## config.mk

```make
export PLATFORM = sky130hd
export DESIGN_NAME = tile_bus_arbiter
export DESIGN_NICKNAME = d
export VERILOG_FILES = /design/src/logic/tile_pkg.sv /design/src/logic/tile_bus_arbiter.sv
export SDC_FILE = /design/constraint.sdc
export NUM_CORES = 1
export LEC_CHECK = 0
export ABC_AREA = 1
export BUFFER_PORTS_ARGS = -buffer_cell sky130_fd_sc_hd__buf_2
export CORE_AREA = 5 5 118 120
export CTS_CLUSTER_SIZE = 8
export DETAILED_ROUTE_END_ITERATION = 6
export DIE_AREA = 0 0 123 125
export PLACE_DENSITY = 0.46
export SYNTH_ARGS = -nofsm -noshare
export SYNTH_HDL_FRONTEND = slang
export SYNTH_SLANG_ARGS = --single-unit
```

## constraint.sdc

```tcl
create_clock -name clk -period 1.35 [get_ports clk]
set_clock_uncertainty 0.05 [all_clocks]
set_input_delay 0.27 -clock clk [delete_from_list [all_inputs] [get_ports clk]]
set_output_delay 0.27 -clock clk [all_outputs]
set_load 0.05 [all_outputs]
```

## src/logic/tile_pkg.sv

```systemverilog
package tile_pkg;

  // Core bus masters, 0 is instruction and 1 is data
  localparam int NR_MASTERS = 2;

  // Address map over the top address bits
  localparam int         DM_RANGE_WIDTH   = 4;
  localparam logic [3:0] DM_MATCH         = 4'h0;
  localparam int         BOOT_RANGE_WIDTH = 4;
  localparam logic [3:0] BOOT_MATCH       = 4'hf;

  // Local memory in bytes, addressed by word
  localparam int LMEM_SIZE = 4096;
  localparam int LMEM_AW   = 10;

  localparam int BOOT_WORDS = 16;

  // Startup code, entry n sits at byte address 4*n of the boot range
  localparam logic [31:0] BOOT_IMAGE [0:BOOT_WORDS-1] = '{
    32'h18000000, 32'ha8200000, 32'h18400000, 32'ha8420ffc,
    32'h18600000, 32'ha8630100, 32'h44001800, 32'h15000000,
    32'h9c21fff8, 32'hd4011000, 32'h84410000, 32'h9c210008,
    32'he0630004, 32'hbc030000, 32'h0ffffff8, 32'h15000001
  };

  typedef struct packed {
    logic [31:0] adr;
    logic [31:0] dat;
    logic [3:0]  sel;
    logic        we;
    logic        cyc;
    logic        stb;
  } wb_req_t;

  typedef struct packed {
    logic [31:0] dat;
    logic        ack;
    logic        err;
  } wb_rsp_t;

endpackage

```

## src/logic/tile_bus_arbiter.sv

```systemverilog
`timescale 1ns/1ns

module tile_bus_arbiter (
  input  logic                                         clk,
  input  logic                                         rst_i,
  input  tile_pkg::wb_req_t [tile_pkg::NR_MASTERS-1:0] m_req_i,
  output tile_pkg::wb_rsp_t [tile_pkg::NR_MASTERS-1:0] m_rsp_o,
  output tile_pkg::wb_req_t                            bus_req_o,
  input  tile_pkg::wb_rsp_t                            bus_rsp_i
);

  logic                            owned_q;
  logic                            grant_q;
  logic                            last_q;
  logic                            next_grant;
  logic                            bus_done;
  logic [tile_pkg::NR_MASTERS-1:0] cyc_vec;
  logic [tile_pkg::NR_MASTERS-1:0] sel;
  logic [tile_pkg::NR_MASTERS-1:0] rsp_hit;

  for (genvar i = 0; i < tile_pkg::NR_MASTERS; i++) begin : gen_master
    assign cyc_vec[i]     = m_req_i[i].cyc;
    assign sel[i]         = owned_q && (grant_q == 1'(i));
    assign m_rsp_o[i].dat = bus_rsp_i.dat;
    assign m_rsp_o[i].ack = bus_rsp_i.ack & sel[i];
    assign m_rsp_o[i].err = bus_rsp_i.err & sel[i];
    assign rsp_hit[i]     = m_rsp_o[i].ack | m_rsp_o[i].err;
  end

  // On a tie the master that did not own the bus last goes first
  assign next_grant = (cyc_vec[0] && cyc_vec[1]) ? ~last_q : cyc_vec[1];
  assign bus_done   = bus_rsp_i.ack | bus_rsp_i.err;

  always_ff @(posedge clk) begin
    if (rst_i) begin
      owned_q <= 1'b0;
      grant_q <= 1'b0;
      last_q  <= 1'b1;
    end else if (!owned_q) begin
      if (|cyc_vec) begin
        owned_q <= 1'b1;
        grant_q <= next_grant;
      end
    end else if (bus_done || !m_req_i[grant_q].cyc) begin
      owned_q <= 1'b0;
      last_q  <= grant_q;
    end
  end

  assign bus_req_o = owned_q ? m_req_i[grant_q] : '0;

  a_single_rsp: assert property (@(posedge clk) disable iff (rst_i)
    $onehot0(rsp_hit))
    else $error("response routed to more than one master");

endmodule

```

======== After elaboration in Yosys (flattened, before gate mapping) ========
Index checks and enable logic that the tools add are counted.
W data, S select, Z words.
word-level totals
  flip-flop bits (word level) ............. 3
  input bits .............................. 178
  output and inout bits ................... 139
  logic and storage cells ................. 27
operators by class
  $lt $le $gt $ge ......................... 1
  mux-type cells .......................... 7
  bitwise gates (word level) .............. 8
  reduce and logical (&&, ||, !) cells .... 8
operators by type and width
  cell                  number
  $mux W71              3
  $and A1 B1 Y1         4
  $mux W1               4
  $reduce_and A2 Y1     2
  $logic_and A1 B1 Y1   3
  $not A1 Y1            3
  $lt A1 B2 Y1 const B  1
  $reduce_or A2 Y1      1
  $logic_not A1 Y1      1
  $logic_or A1 B1 Y1    1
  $or A1 B1 Y1          1

======== Longest topological paths before layout ========
Gate-level depths: netlist of run 1.
  depth in word-level cells ............... 6
  mapped depth ............................ 6

======== Worst setup path before layout of run 1 ========
No wires, ideal clock.
  kind .................................... flip-flop to output port
  start point ............................. reg owned_q
  end point ............................... out m_rsp_o[0] in the netlist's numbering
  data arrival time ....................... 1.466 ns
  data required time ...................... 1.030 ns
  setup slack ............................. -0.436 ns
  cell stages (with the launch flop) ...... 6
  path buffers ............................ 1
  path through ............................ dfxtp_1 > inv_2 > nor2_8 > buf_6 > inv_2 > nor2_1
RTL lines
  element                 line                    text
  start, declared         tile_bus_arbiter.sv:12  logic owned_q;
  start signal, assigned  tile_bus_arbiter.sv:36  owned_q <= 1'b0;
  start signal, assigned  tile_bus_arbiter.sv:41  owned_q <= 1'b1;
  start signal, assigned  tile_bus_arbiter.sv:45  owned_q <= 1'b0;
  end, declared           tile_bus_arbiter.sv:7   output tile_pkg::wb_rsp_t [tile_pkg::NR_MASTERS-1:0] m_rsp_o,

==> flow_results.org, run 1 <==
** Run status
- The run finished, with violations left.
- Violated checks :: setup timing

** Setup path
- On the worst path, the slowest cell contributes a delay of 0.35 ns.
- Buf/Inv on CP :: 4
- CP top delay family :: buffers and inverters
- Timing startpoint of the critical path :: owned_q
- The worst setup path is of the register to primary output kind.
- Crit. End Element :: primary output
- Data arrives at the worst endpoint at approximately 1.4 ns.
- Required time worst endpoint :: approximately 1.0 ns
- In this run the critical register-to-register path is launched from owned_q.
- In this run the worst path has a maximum fanout of 8.
- The critical path goes through inv_4 -> nor2_8 -> buf_4 -> clkbuf_16 -> a22o_4 -> buf_6.
- Cell with the largest stage delay on the worst path :: dfxtp_4
- The worst setup path is launched from a register.

** Synth
- Of the post-synthesis cell area, the dominant cell type holds 0.416.
- Synthesis inferred 3 register bits.
- Post-synthesis cell type with the largest combined area :: a22o_1
- Averaged over all synthesized cells, the footprint is ~8.0 sq um.
- Warnings from Yosys :: 0
- The number of different library cells used by synthesis comes to 14.
- Leading post-synthesis cells by cell area :: a22o_1, buf_4, buf_6
- Sequential cell area fraction in the yosys report :: 0.0407
- Synth Net Count :: roughly 360
- Combined area of all synthesized cells :: about 1500 sq um
- The cell count after synthesis came out at 185.

** Timing
- Final hold slack :: ~0.23 ns
- Setup repair after global routing missed its margin :: yes
- Final-report hold violation count :: 0
- Subtracting the final worst setup slack from the clock period gives 1.71 ns.
- Pin slew with the least headroom to its limit :: 0.175 ns
- Setup violations remaining at the end of the flow were counted as 75.
- Derived from the worst setup path, the maximum achievable clock frequency is around 0.58 GHz.
- Headroom to the max-slew limit :: 0.883
- Pins over their slew limit :: 0
- Worst setup margin :: -0.365 ns
- In the finished design, the share of the clock period the worst path needs comes to 1.27.

** Global route
- The via count of the first global-routing pass was ~2200.
- Entering global routing, the biggest net connects 30 pins.
- After global routing the overflow that remains totals 0.
- Wire length of the first global-routing pass :: between 10000 and 15000 um
- Initial antenna violation count :: 0
- In the global route stage, overall resource usage came out at 0.0944.

** CTS
- In this run the number of H-tree levels came out at 1.
- Clock-pin slew on the worst setup and hold paths :: around 0.03 ns
- Clock Sinks :: 3
- TritonCTS Buffers :: 3
- Root buffer selected by CTS :: clkbuf_16
- Longest Clk Path Bufs :: 2
- The later pin in the worst-skew pair is clocked with a latency of approximately 0.23 ns.
- TritonCTS built the clock tree.

** Detailed routing
- DR WL/cell :: 15.9 um
- Vias per std cell :: 3.86
- Via count :: 2037
- The first routing iteration left 38 violations.
- For this block, the routed nets add up to around 8400 um of wire.
- The first detailed-routing pass ran for 4 iterations.
- DRC errors left :: 0
- Number of nets with antenna violations after detailed routing :: 0

** Floorplan
- Measured along the y axis, the die boundary spans 125 um.
- Core Box Area :: 12900 sq um
- After floorplanning, the core was divided into 42 placement rows.
- Die Area :: around 15000 sq um
- The floorplan step set the die width to 123 um.
- The initial utilization of the core area, before any placement, comes to 0.115.
- For this design the top-level I/O count stands at about 320.

** Finish
- Of the cells placed in the final design, the portion with a size suffix greater than 1 is 0.900.
- The finished cells cover 3650 sq um.
- Compared with the post-synthesis result, the final layout area differs by 147%.
- The final layout contains 530 nets.
- Utilization after layout :: 0.283
- The layout has roughly 1300 filler cells.

** Place
- The placed instances occupy a cell area of between 2000 and 3000 sq um.
- Post-placement setup slack :: -0.263 ns
- Once detailed placement completed, the half-perimeter wirelength came to 6150 um.
- Global placement routability congestion :: 0.744
- Buffers placed on the I/O ports in this run total 220.

** Power and ir drop
- In this run the power density over the cells is 716 nW/um^2.
- Clock share of power :: 0.182
- Leakage power total :: 1.96 nW
- The share of total power dissipated in combinational logic is 0.776.
- Net switching power :: between 1 and 1.5 mW
- Max VDD drop :: 0.000361 V
- Switching part of the total power :: 0.459
- Total power consumption of the routed design :: around 2.6 mW
- Cell internal power was estimated by the tool at roughly 1.4 mW.
- Register share of total power :: 0.042

** Job
- Count of maximum capacitance violations :: 0

** Worst hold path
- Start point of the worst min-delay path :: rst_i
- The worst hold path belongs to the class input pin to register.
## state kept, by name, summed over array words and instances (netlist names)
signal / cells
owned_q: 1
grant_q: 1
last_q: 1
## path summary, 6_finish.rpt
check / endpoint / slack, ns / cells past startpoint
worst max-delay path: bus_req_o[13] / -0.36 / 6
worst min-delay path: last_q / 0.23 / 3
worst max register to register: grant_q / 0.10 / 8
worst min register to register: last_q / 0.40 / 2
## what timing repair did
item	in CTS	in global routing
setup endpoints to repair	75	76
setup buffers	4	1
gates resized for setup	178	4
hold buffers	0	0
cloned	4	2
pin swaps	24	6
## per-layer routing
metal	track usage	up-vias	wire, um
li1	-	962	-
met5	0	-	0
met2	0.184	117	4450
met1	0.102	933	3000
met4	0.0189	0	138
met3	0.0217	25	798
## final cells by class
class	count	area [sq um]	share of cell area
Sequential cell	3	67.6	0.0185
Clock buffer	4	78.8	0.0216
Inverter	9	43.8	0.0120
Tap cell	176	220	0.0604
Timing Repair Buffer	240	2000	0.549
Multi-Input combinational cell	95	1230	0.338
Antenna cell	1	2.50	0.000686
## cell usage after synthesis
cell      instances
a22o_1           70
buf_4            64
buf_6            14
nand2_1          10
nor2_1            8
inv_1             6
dfxtp_1           3
a21oi_1           2
inv_2             2
nand3_1           2
and2_1            1
clkinv_4          1
nand2_4           1
nor2_8            1
## kinds of logic (layout without fill, tap and decap cells)
family | count (synthesis) | after routing | share of synthesized area
compound gates | 72 | 72 | 0.422
buf+inv | 87 | 253 | 0.459
flops | 3 | 3 | 0.0407
other cells | 0 | 1 | 0
simple gates | 23 | 23 | 0.0780
## tightest hold or removal path, cell delays in order
cell and delay, ns:
buf_2 0.11, a21oi_1 0.04, nand2_1 0.05
## layout by cell type (no fill, tap or decap), types with 2 or more instances in the layout
cell type,Yosys,final
a21oi_1,2,2
a22o_1,70,9
a22o_2,0,9
a22o_4,0,52
buf_12,0,7
buf_16,0,5
buf_2,0,145
buf_4,64,7
buf_6,14,57
buf_8,0,17
clkbuf_16,0,5
dfxtp_4,0,2
inv_1,6,6
nand2_1,10,10
nand3_1,2,2
nor2_1,8,3
nor2_2,0,2
nor2_4,0,3
## power by group through the flow
| stage | Clock [mW] | Combinational, mW | Sequential [mW] |
|---|---|---|---|
| 2_1_floorplan | 0 | 1.64 | 0.109 |
| 4_1_cts | 0.483 | 2.02 | 0.109 |
| 5_1_grt | 0.490 | 2.12 | 0.110 |
| 3_5_place_dp | 0 | 1.59 | 0.110 |
| 6_report | 0.475 | 2.03 | 0.109 |
| 3_3_place_gp | 0 | 1.57 | 0.109 |
## through the flow
| step | TNS, ns | instances |
|---|---|---|
| after global routing | -27.32 | 527 |
| after detailed placement | -16.20 | 513 |
| after floorplan | -3.23 | 185 |
| after global placement | -14.65 | 513 |
| after CTS | -25.18 | 525 |
| final | -23.85 | 528 |
No activity file was read; power rests on OpenSTA's default activity.
==> run 2: changes to the inputs <==
--- a/config.mk
+++ b/config.mk
@@ -12,6 +12,7 @@
 export DETAILED_ROUTE_END_ITERATION = 6
 export DIE_AREA = 0 0 123 125
 export PLACE_DENSITY = 0.46
+export SETUP_SLACK_MARGIN = 0.02
 export SYNTH_ARGS = -nofsm -noshare
 export SYNTH_HDL_FRONTEND = slang
 export SYNTH_SLANG_ARGS = --single-unit
==> run 2 against run 1 <==
  * Utilization up 0.75 points
  * Count of clock-buffer cells in the layout unchanged
  * Clock power down 3%
  * First-iteration DRC count up 7.9%
  * Register-to-register slack about the same
  * Fmax up 1.5%
  * The flow still finishes with violations (setup timing)
  * Hold slack worse by 0.014 ns
==> flow_results.org, run 2 (synthesized netlist as in run 1, its figures left out) <==
** Run status
- Result of the run :: complete, but fails checks
- The final reports fail on setup timing.

** CTS
- For this design, the sink count on the clock tree is 3.
- After clock tree synthesis, the flow added hold-fix buffers numbering 0.
- In this run the deepest clock path goes through 2 buffers.
- TritonCTS built the clock tree.
- Count of H-tree levels built during CTS :: 1
- TritonCTS Buffers :: 3
- Clock-pin slew on the worst setup and hold paths :: approximately 0.030 ns
- Clk_lat worst skew :: between 0.2 and 0.25 ns
- Root buffer selected by CTS :: clkbuf_16

** Setup path
- Crit. End Element :: primary output
- Following the worst setup path forward leads to its endpoint at bus_req_o[70].
- Critical Path Fanout Max :: 16
- The worst setup path is of the register to primary output kind.
- The slowest stage of the critical path belongs to the cell dfxtp_4.
- Reg-to-reg slack, setup :: around 0.11 ns
- The startpoint identified for the worst register-to-register timing path is grant_q.
- The endpoint identified for the worst register-to-register timing path is owned_q.
- Required time worst endpoint :: between 1 and 1.5 ns
- Tracing the worst setup path back leads to its startpoint at owned_q.
- Crit path DAT :: 1.37 ns
- The critical path goes through nand2_4 -> clkinv_8 -> buf_16 -> a22o_4 -> buf_12.
- Cell count of the worst reg-to-reg path :: 8
- Kind of launch point of the worst setup path :: register
- On the worst path, the slowest cell contributes a delay of between 0.3 and 0.4 ns.

** Global route
- The via count of the first global-routing pass is roughly 2400.
- The initial antenna violation count was 0.
- Summed over all layers, the global routing overflow is 0.
- In the global route stage, overall resource usage came out at 0.0970.
- Wire length of the first global-routing pass :: about 12000 um
- Pin count of the biggest net entering global routing :: 33

** Floorplan
- For this configuration, the core starts out at a cell density of 0.115.
- The die covers approximately 15000 sq um.
- From left edge to right edge, the die measures 123 um.
- Standard-cell rows :: 42
- Core Box Area :: 12900 sq um
- Die Span Y :: ~130 um
- between 300 and 400 I/O pins were placed.

** Finish
- The finished layout holds 527 standard cells, fillers aside.
- In the final layout, the share of cells above drive strength 1 is 0.915.
- The library cell used most frequently in the layout, excluding fill and tap cells, is buf_2.
- The top cell types in the final layout, fill and taps aside, are buf_2, a22o_4, buf_6.
- Signed area change from the synthesized netlist to the final layout :: 154%
- Registers take 67.6 sq um.
- Multi-input combinational cell area :: roughly 1200 sq um
- Fillers :: approximately 1300
- The largest registers in the layout are grant_q (1), last_q (1), owned_q (1).
- Total number of nets in the final design :: 530
- Antenna fix cells :: 0

** Timing
- Setup violations remaining at the end of the flow were counted as 75.
- Setup repair after global routing missed its margin :: yes
- For the finished layout, the period the worst path requires is ~1.7 ns.
- Summed over all failing endpoints, the final setup total negative slack is -23.70 ns.
- The hold violation count in the final report was 0.
- Worst setup margin :: -0.340 ns
- Headroom to the max-slew limit came out at 0.858.
- For the pin with the worst max-slew slack, the measured transition is 0.213 ns.
- The final max-slew violation count was 0.
- Share of the clock period used by the worst path :: 1.25
- Based on the critical path, the design can be clocked at up to between 0.5 and 0.6 GHz.

** Detailed routing
- DR WL/cell :: 15.9 um
- Via count :: 2025
- Vias per std cell :: around 3.8
- For this block, the initial DRC count from the detailed router was 41.
- Number of nets with antenna violations after detailed routing :: 0
- Detailed Routing Iterations Pass 1 :: 4
- Final Routed Wirelength :: between 8000 and 9000 um
- DRC errors left :: 0

** Power and ir drop
- Dividing total power by cell area gives a power density of approximately 700 nW/um^2.
- Power comes to roughly 2.6 mW.
- The analysis attributes to cell leakage a power of a little under 2 nW.
- Across the VDD grid, the largest voltage drop is 0.00106 V.

** Worst hold path
- The worst hold path was traced through 3 stages.
- Worst hold path class :: input pin to register

** Place
- Global placement routability congestion :: 0.780
- HPWL after detailed placement :: approximately 6000 um
- Number of port buffers :: between 200 and 250
- At the placement stage, the worst setup path has a slack of -0.222 ns.
- Including well taps, the total number of placed cells is 510.

** Job
- Max-cap violations in this run came to 0.
run 2: through the flow:
stage               cell area [sq um]  hold WS (ns)  utilization
floorplan                        1930         0.308            -
global placement                 2760         0.393        0.214
detailed placement               2760         0.400        0.214
CTS                              3610         0.219        0.280
global route                     3740         0.253        0.291
finish                           3740         0.216        0.291
run 2: report_power, final:
group	total (mW)	internal, mW	leakage [nW]	switching, mW
sequential	0.109	0.0973	0.0261	0.0113
clock	0.461	0.389	0.0382	0.0725
combinational	2.06	0.942	1.92	1.11
total	2.63	1.43	1.98	1.20
run 2: worst max-delay path: cells and delay by family (launching register included):
kind	cells	cell delay, ns
buffers and inverters	3	0.42
AOI/OAI and AO/OA	1	0.26
and+or+nand+nor	1	0.10
DFF	1	0.35
run 2: cell type report:
type,instances,area share
Sequential cell,3,0.0180
Tap cell,176,0.0588
Timing Repair Buffer,240,0.557
Clock buffer,4,0.0210
Inverter,9,0.0137
Multi-Input combinational cell,95,0.331
run 2: how the worst min path moves through the flow:
stage	endpoint	slack, ns	from
floorplan	last_q	0.31	rst_i
global placement	last_q	0.39	last_q
detailed placement	last_q	0.40	last_q
CTS	last_q	0.22	rst_i
global route	last_q	0.25	rst_i
finish	last_q	0.22	rst_i
run 2: repair_timing:
item	in CTS	in global routing
buffers inserted	6	1
endpoints found under the setup margin	75	76
gates cloned	4	3
pin swaps	9	4
gates resized for setup	183	24
run 2: routing by layer:
metal / GRT usage / part of all wire
met1: 0.0995 / 0.33
met2: 0.192 / 0.55
met3: 0.0244 / 0.098
met4: 0.0235 / 0.015
met5: 0 / 0
==> run 3: changes to the inputs <==
--- a/config.mk
+++ b/config.mk
@@ -7,11 +7,11 @@
 export LEC_CHECK = 0
 export ABC_AREA = 1
 export BUFFER_PORTS_ARGS = -buffer_cell sky130_fd_sc_hd__buf_2
-export CORE_AREA = 5 5 118 120
+export CORE_AREA = 10 10 114 116
 export CTS_CLUSTER_SIZE = 8
 export DETAILED_ROUTE_END_ITERATION = 6
-export DIE_AREA = 0 0 123 125
-export PLACE_DENSITY = 0.46
+export DIE_AREA = 0 0 124 126
+export PLACE_DENSITY = 0.53
 export SETUP_SLACK_MARGIN = 0.02
 export SYNTH_ARGS = -nofsm -noshare
 export SYNTH_HDL_FRONTEND = slang
==> run 3 against run 2 <==
  * The flow still finishes with violations (setup timing)
  * First-iteration DRC count increased by 80%
  * Largest cell class unchanged
  * Global-route usage increased by 0.32 points
  * Largest power group unchanged
  * Combinational power about the same
  * Wire length increased by 16%
  * Die area increased by 1.6%
  * Cell area increased by 1.0%
  * Utilization increased by 6.3 points
  * Register-to-register slack got worse by 0.02 ns
  * Total power decreased by 6.2%
==> flow_results.org, run 3 (synthesized netlist as in run 1, its figures left out) <==
** Place
- Post-placement setup slack :: -0.218 ns
- At the end of routability-driven placement, the weighted congestion stood at just over 0.8.
- Once detailed placement completed, the half-perimeter wirelength came to between 7000 and 8000 um.
- Number of port buffers :: 220

** Finish
- Most common library cell in the layout ignoring fill and taps :: buf_2
- After filler insertion, the fill cell instance count of the layout stands at around 1100.
- Signed area change from the synthesized netlist to the final layout :: 156%
- Once layout is complete, the utilization of the core stands at 0.354.
- Largest registers ranked by flip-flop count :: grant_q (1), last_q (1), owned_q (1)
- Share of cells above drive strength 1 :: 0.913
- The top cell types in the final layout, fill and taps aside, are buf_2, a22o_4, buf_6.
- Total number of nets in the final design :: 536

** Setup path
- Cells along the critical path :: inv_4 -> nor2_8 -> buf_12 -> a22o_2 -> buf_6
- R2r endpoint :: grant_q
- Of all nets on the critical path, the largest fanout is 30.
- Broken down by cell family, the worst path's largest delay share belongs to buffers and inverters.
- In this design, the stage delay of the slowest critical-path cell is between 0.3 and 0.4 ns.
- R2r startpoint :: owned_q
- Number of stages on the worst setup path :: 5
- The largest individual stage delay along the critical path comes from the cell dfxtp_4.
- The number of cells on the worst reg-to-reg path is 8.
- The worst setup path is captured at a primary output.
- For the worst setup path, the data arrival time is between 1 and 1.5 ns.
- CP Class :: register to primary output
- The most critical setup path has its startpoint at owned_q.
- In this run the worst setup path terminates at bus_req_o[0].
- Buf/Inv on CP :: 3
- Required time worst endpoint :: a little over 1 ns
- Kind of launch point of the worst setup path :: register
- Reg-to-reg slack, setup :: around 0.09 ns

** Detailed routing
- The final layout contains routed wiring with a total length of roughly 9800 um.
- Count of routing violations after the opening detailed-route iteration :: 74
- Number of nets with antenna violations after detailed routing :: 0
- The first detailed-routing pass ran for 3 iterations.
- Via count :: roughly 2100
- In the routed design, unresolved DRC markers number 0.
- DR WL/cell :: a little under 20 um
- After detailed routing, the number of vias per cell comes to slightly above 4.

** Floorplan
- The die covers 15600 sq um.
- Effective utilization at floorplan :: 0.138
- Core Box Area :: around 11000 sq um
- Measured along the y axis, the die boundary spans ~130 um.
- Number of placed I/O pins :: 317
- In this run the horizontal extent of the chip is roughly 120 um.
- The initialized floorplan defines 38 standard-cell rows.

** CTS
- TritonCTS built the clock tree.
- TritonCTS Buffers :: 3
- In this run, post-CTS hold repair placed 0 buffers.
- Root buffer selected by CTS :: clkbuf_8
- Count of H-tree levels built during CTS :: 1
- The clock net in this run drives a total of 3 sinks.
- The clock reaches the later pin of the worst-skew pair after roughly 0.22 ns.
- Clock-pin slew was measured on the worst setup and hold paths at ~0.03 ns.
- The clock passes through at most 2 buffers.

** Run status
- Violated checks :: setup timing
- The run finished, with violations left.

** Timing
- Final setup violating endpoints :: between 70 and 80
- Highest achievable clock rate :: between 0.5 and 0.6 GHz
- Share of the clock period used by the worst path :: 1.29
- The tightest hold path in the finished design has a slack of about 0.22 ns.
- For the pin with the worst max-slew slack, the measured transition is roughly 0.23 ns.
- Final total negative setup slack :: -24.69 ns
- Headroom to the max-slew limit came out at 0.850.
- Setup repair after global routing missed its margin :: yes
- The smallest clock period supported by the final layout is computed as approximately 1.7 ns.
- The hold violation count in the final report is 0.
- The final max-slew violation count was 0.
- Setup slack on the critical path of the routed design comes to -0.394 ns.

** Power and ir drop
- Dividing total power by cell area gives a power density of about 650 nW/um^2.
- Summed over all cells, the static leakage comes to a little over 2 nW.
- Max VDD drop :: about 0.00070 V

** Global route
- The total overflow left after global routing is 0.
- The via count of the first global-routing pass came to ~2200.
- Initial antenna violation count :: 0
- Pin count of the biggest net entering global routing :: 42
- Combined global-route utilization of all metal layers :: 0.100
- Wire length of the first global-routing pass :: 12600 um

** Job
- Count of maximum capacitance violations :: 0

** Worst hold path
- Worst hold path class :: input pin to register
==> run 3: cell count changes in the layout (fill, tap and decap cells not counted), sizes merged <==
| cell | previous run | this run |
|---|---|---|
| buf | 238 | 242 |
| diode | 0 | 1 |
| clkbuf | 6 | 7 |
| inv | 8 | 9 |
==> run 3: stage by stage <==
stage               power, mW  instances  cell area [sq um]
global placement         1.72        478               2790
CTS                      2.23        487               3310
floorplan                1.75        185               1930
finish                   2.46        498               3780
detailed placement       1.74        478               2790
global route             2.58        497               3780
==> run 3: power by group <==
| group | total, mW | switching (mW) | internal [mW] |
|---|---|---|---|
| logic | 2.09 | 1.12 | 0.967 |
| clock network | 0.260 | 0.0588 | 0.201 |
| registers | 0.113 | 0.0153 | 0.0974 |
==> run 3: worst min path at each step <==
stage           start      to  slack, ns  depth (start not counted)
2_1_floorplan   rst_i  last_q       0.31                          2
3_3_place_gp   last_q  last_q       0.39                          2
3_5_place_dp   last_q  last_q       0.41                          2
4_1_cts         rst_i  last_q       0.22                          3
5_1_grt         rst_i  last_q       0.24                          3
6_report        rst_i  last_q       0.22                          3
==> run 3: worst reg2reg max path: cells and delay by family, from the launching register on <==
kind / cells / cell delay, ns
and+or+nand+nor: 3 / 0.22
buffers and inverters: 5 / 0.50
DFF: 1 / 0.38
==> run 3: layout make-up <==
class,count,area [sq um],share of cell area
Clock buffer,4,45.0,0.0119
Timing Repair inverter,1,11.3,0.00298
Multi-Input combinational cell,95,1240,0.328
Antenna cell,1,2.50,0.000662
Inverter,9,51.3,0.0136
Tap cell,140,175,0.0463
Timing Repair Buffer,245,2190,0.579
Sequential cell,3,67.6,0.0179
==> run 3: what timing repair did <==
action / 4_1_cts / 5_1_grt
cloned: 3 / 7
pin swaps: 0 / 10
gates resized for setup: 124 / 79
setup endpoints to repair: 75 / 75
buffers inserted: 2 / 4
==> run 3: routing by layer <==
| layer | part of all wire | vias up | global-route usage |
|---|---|---|---|
| li1 | - | 976 | - |
| met1 | 0.35 | 967 | 0.0997 |
| met2 | 0.54 | 103 | 0.196 |
| met3 | 0.10 | 18 | 0.0326 |
| met4 | 0.0095 | 0 | 0.0169 |
| met5 | 0 | - | 0 |
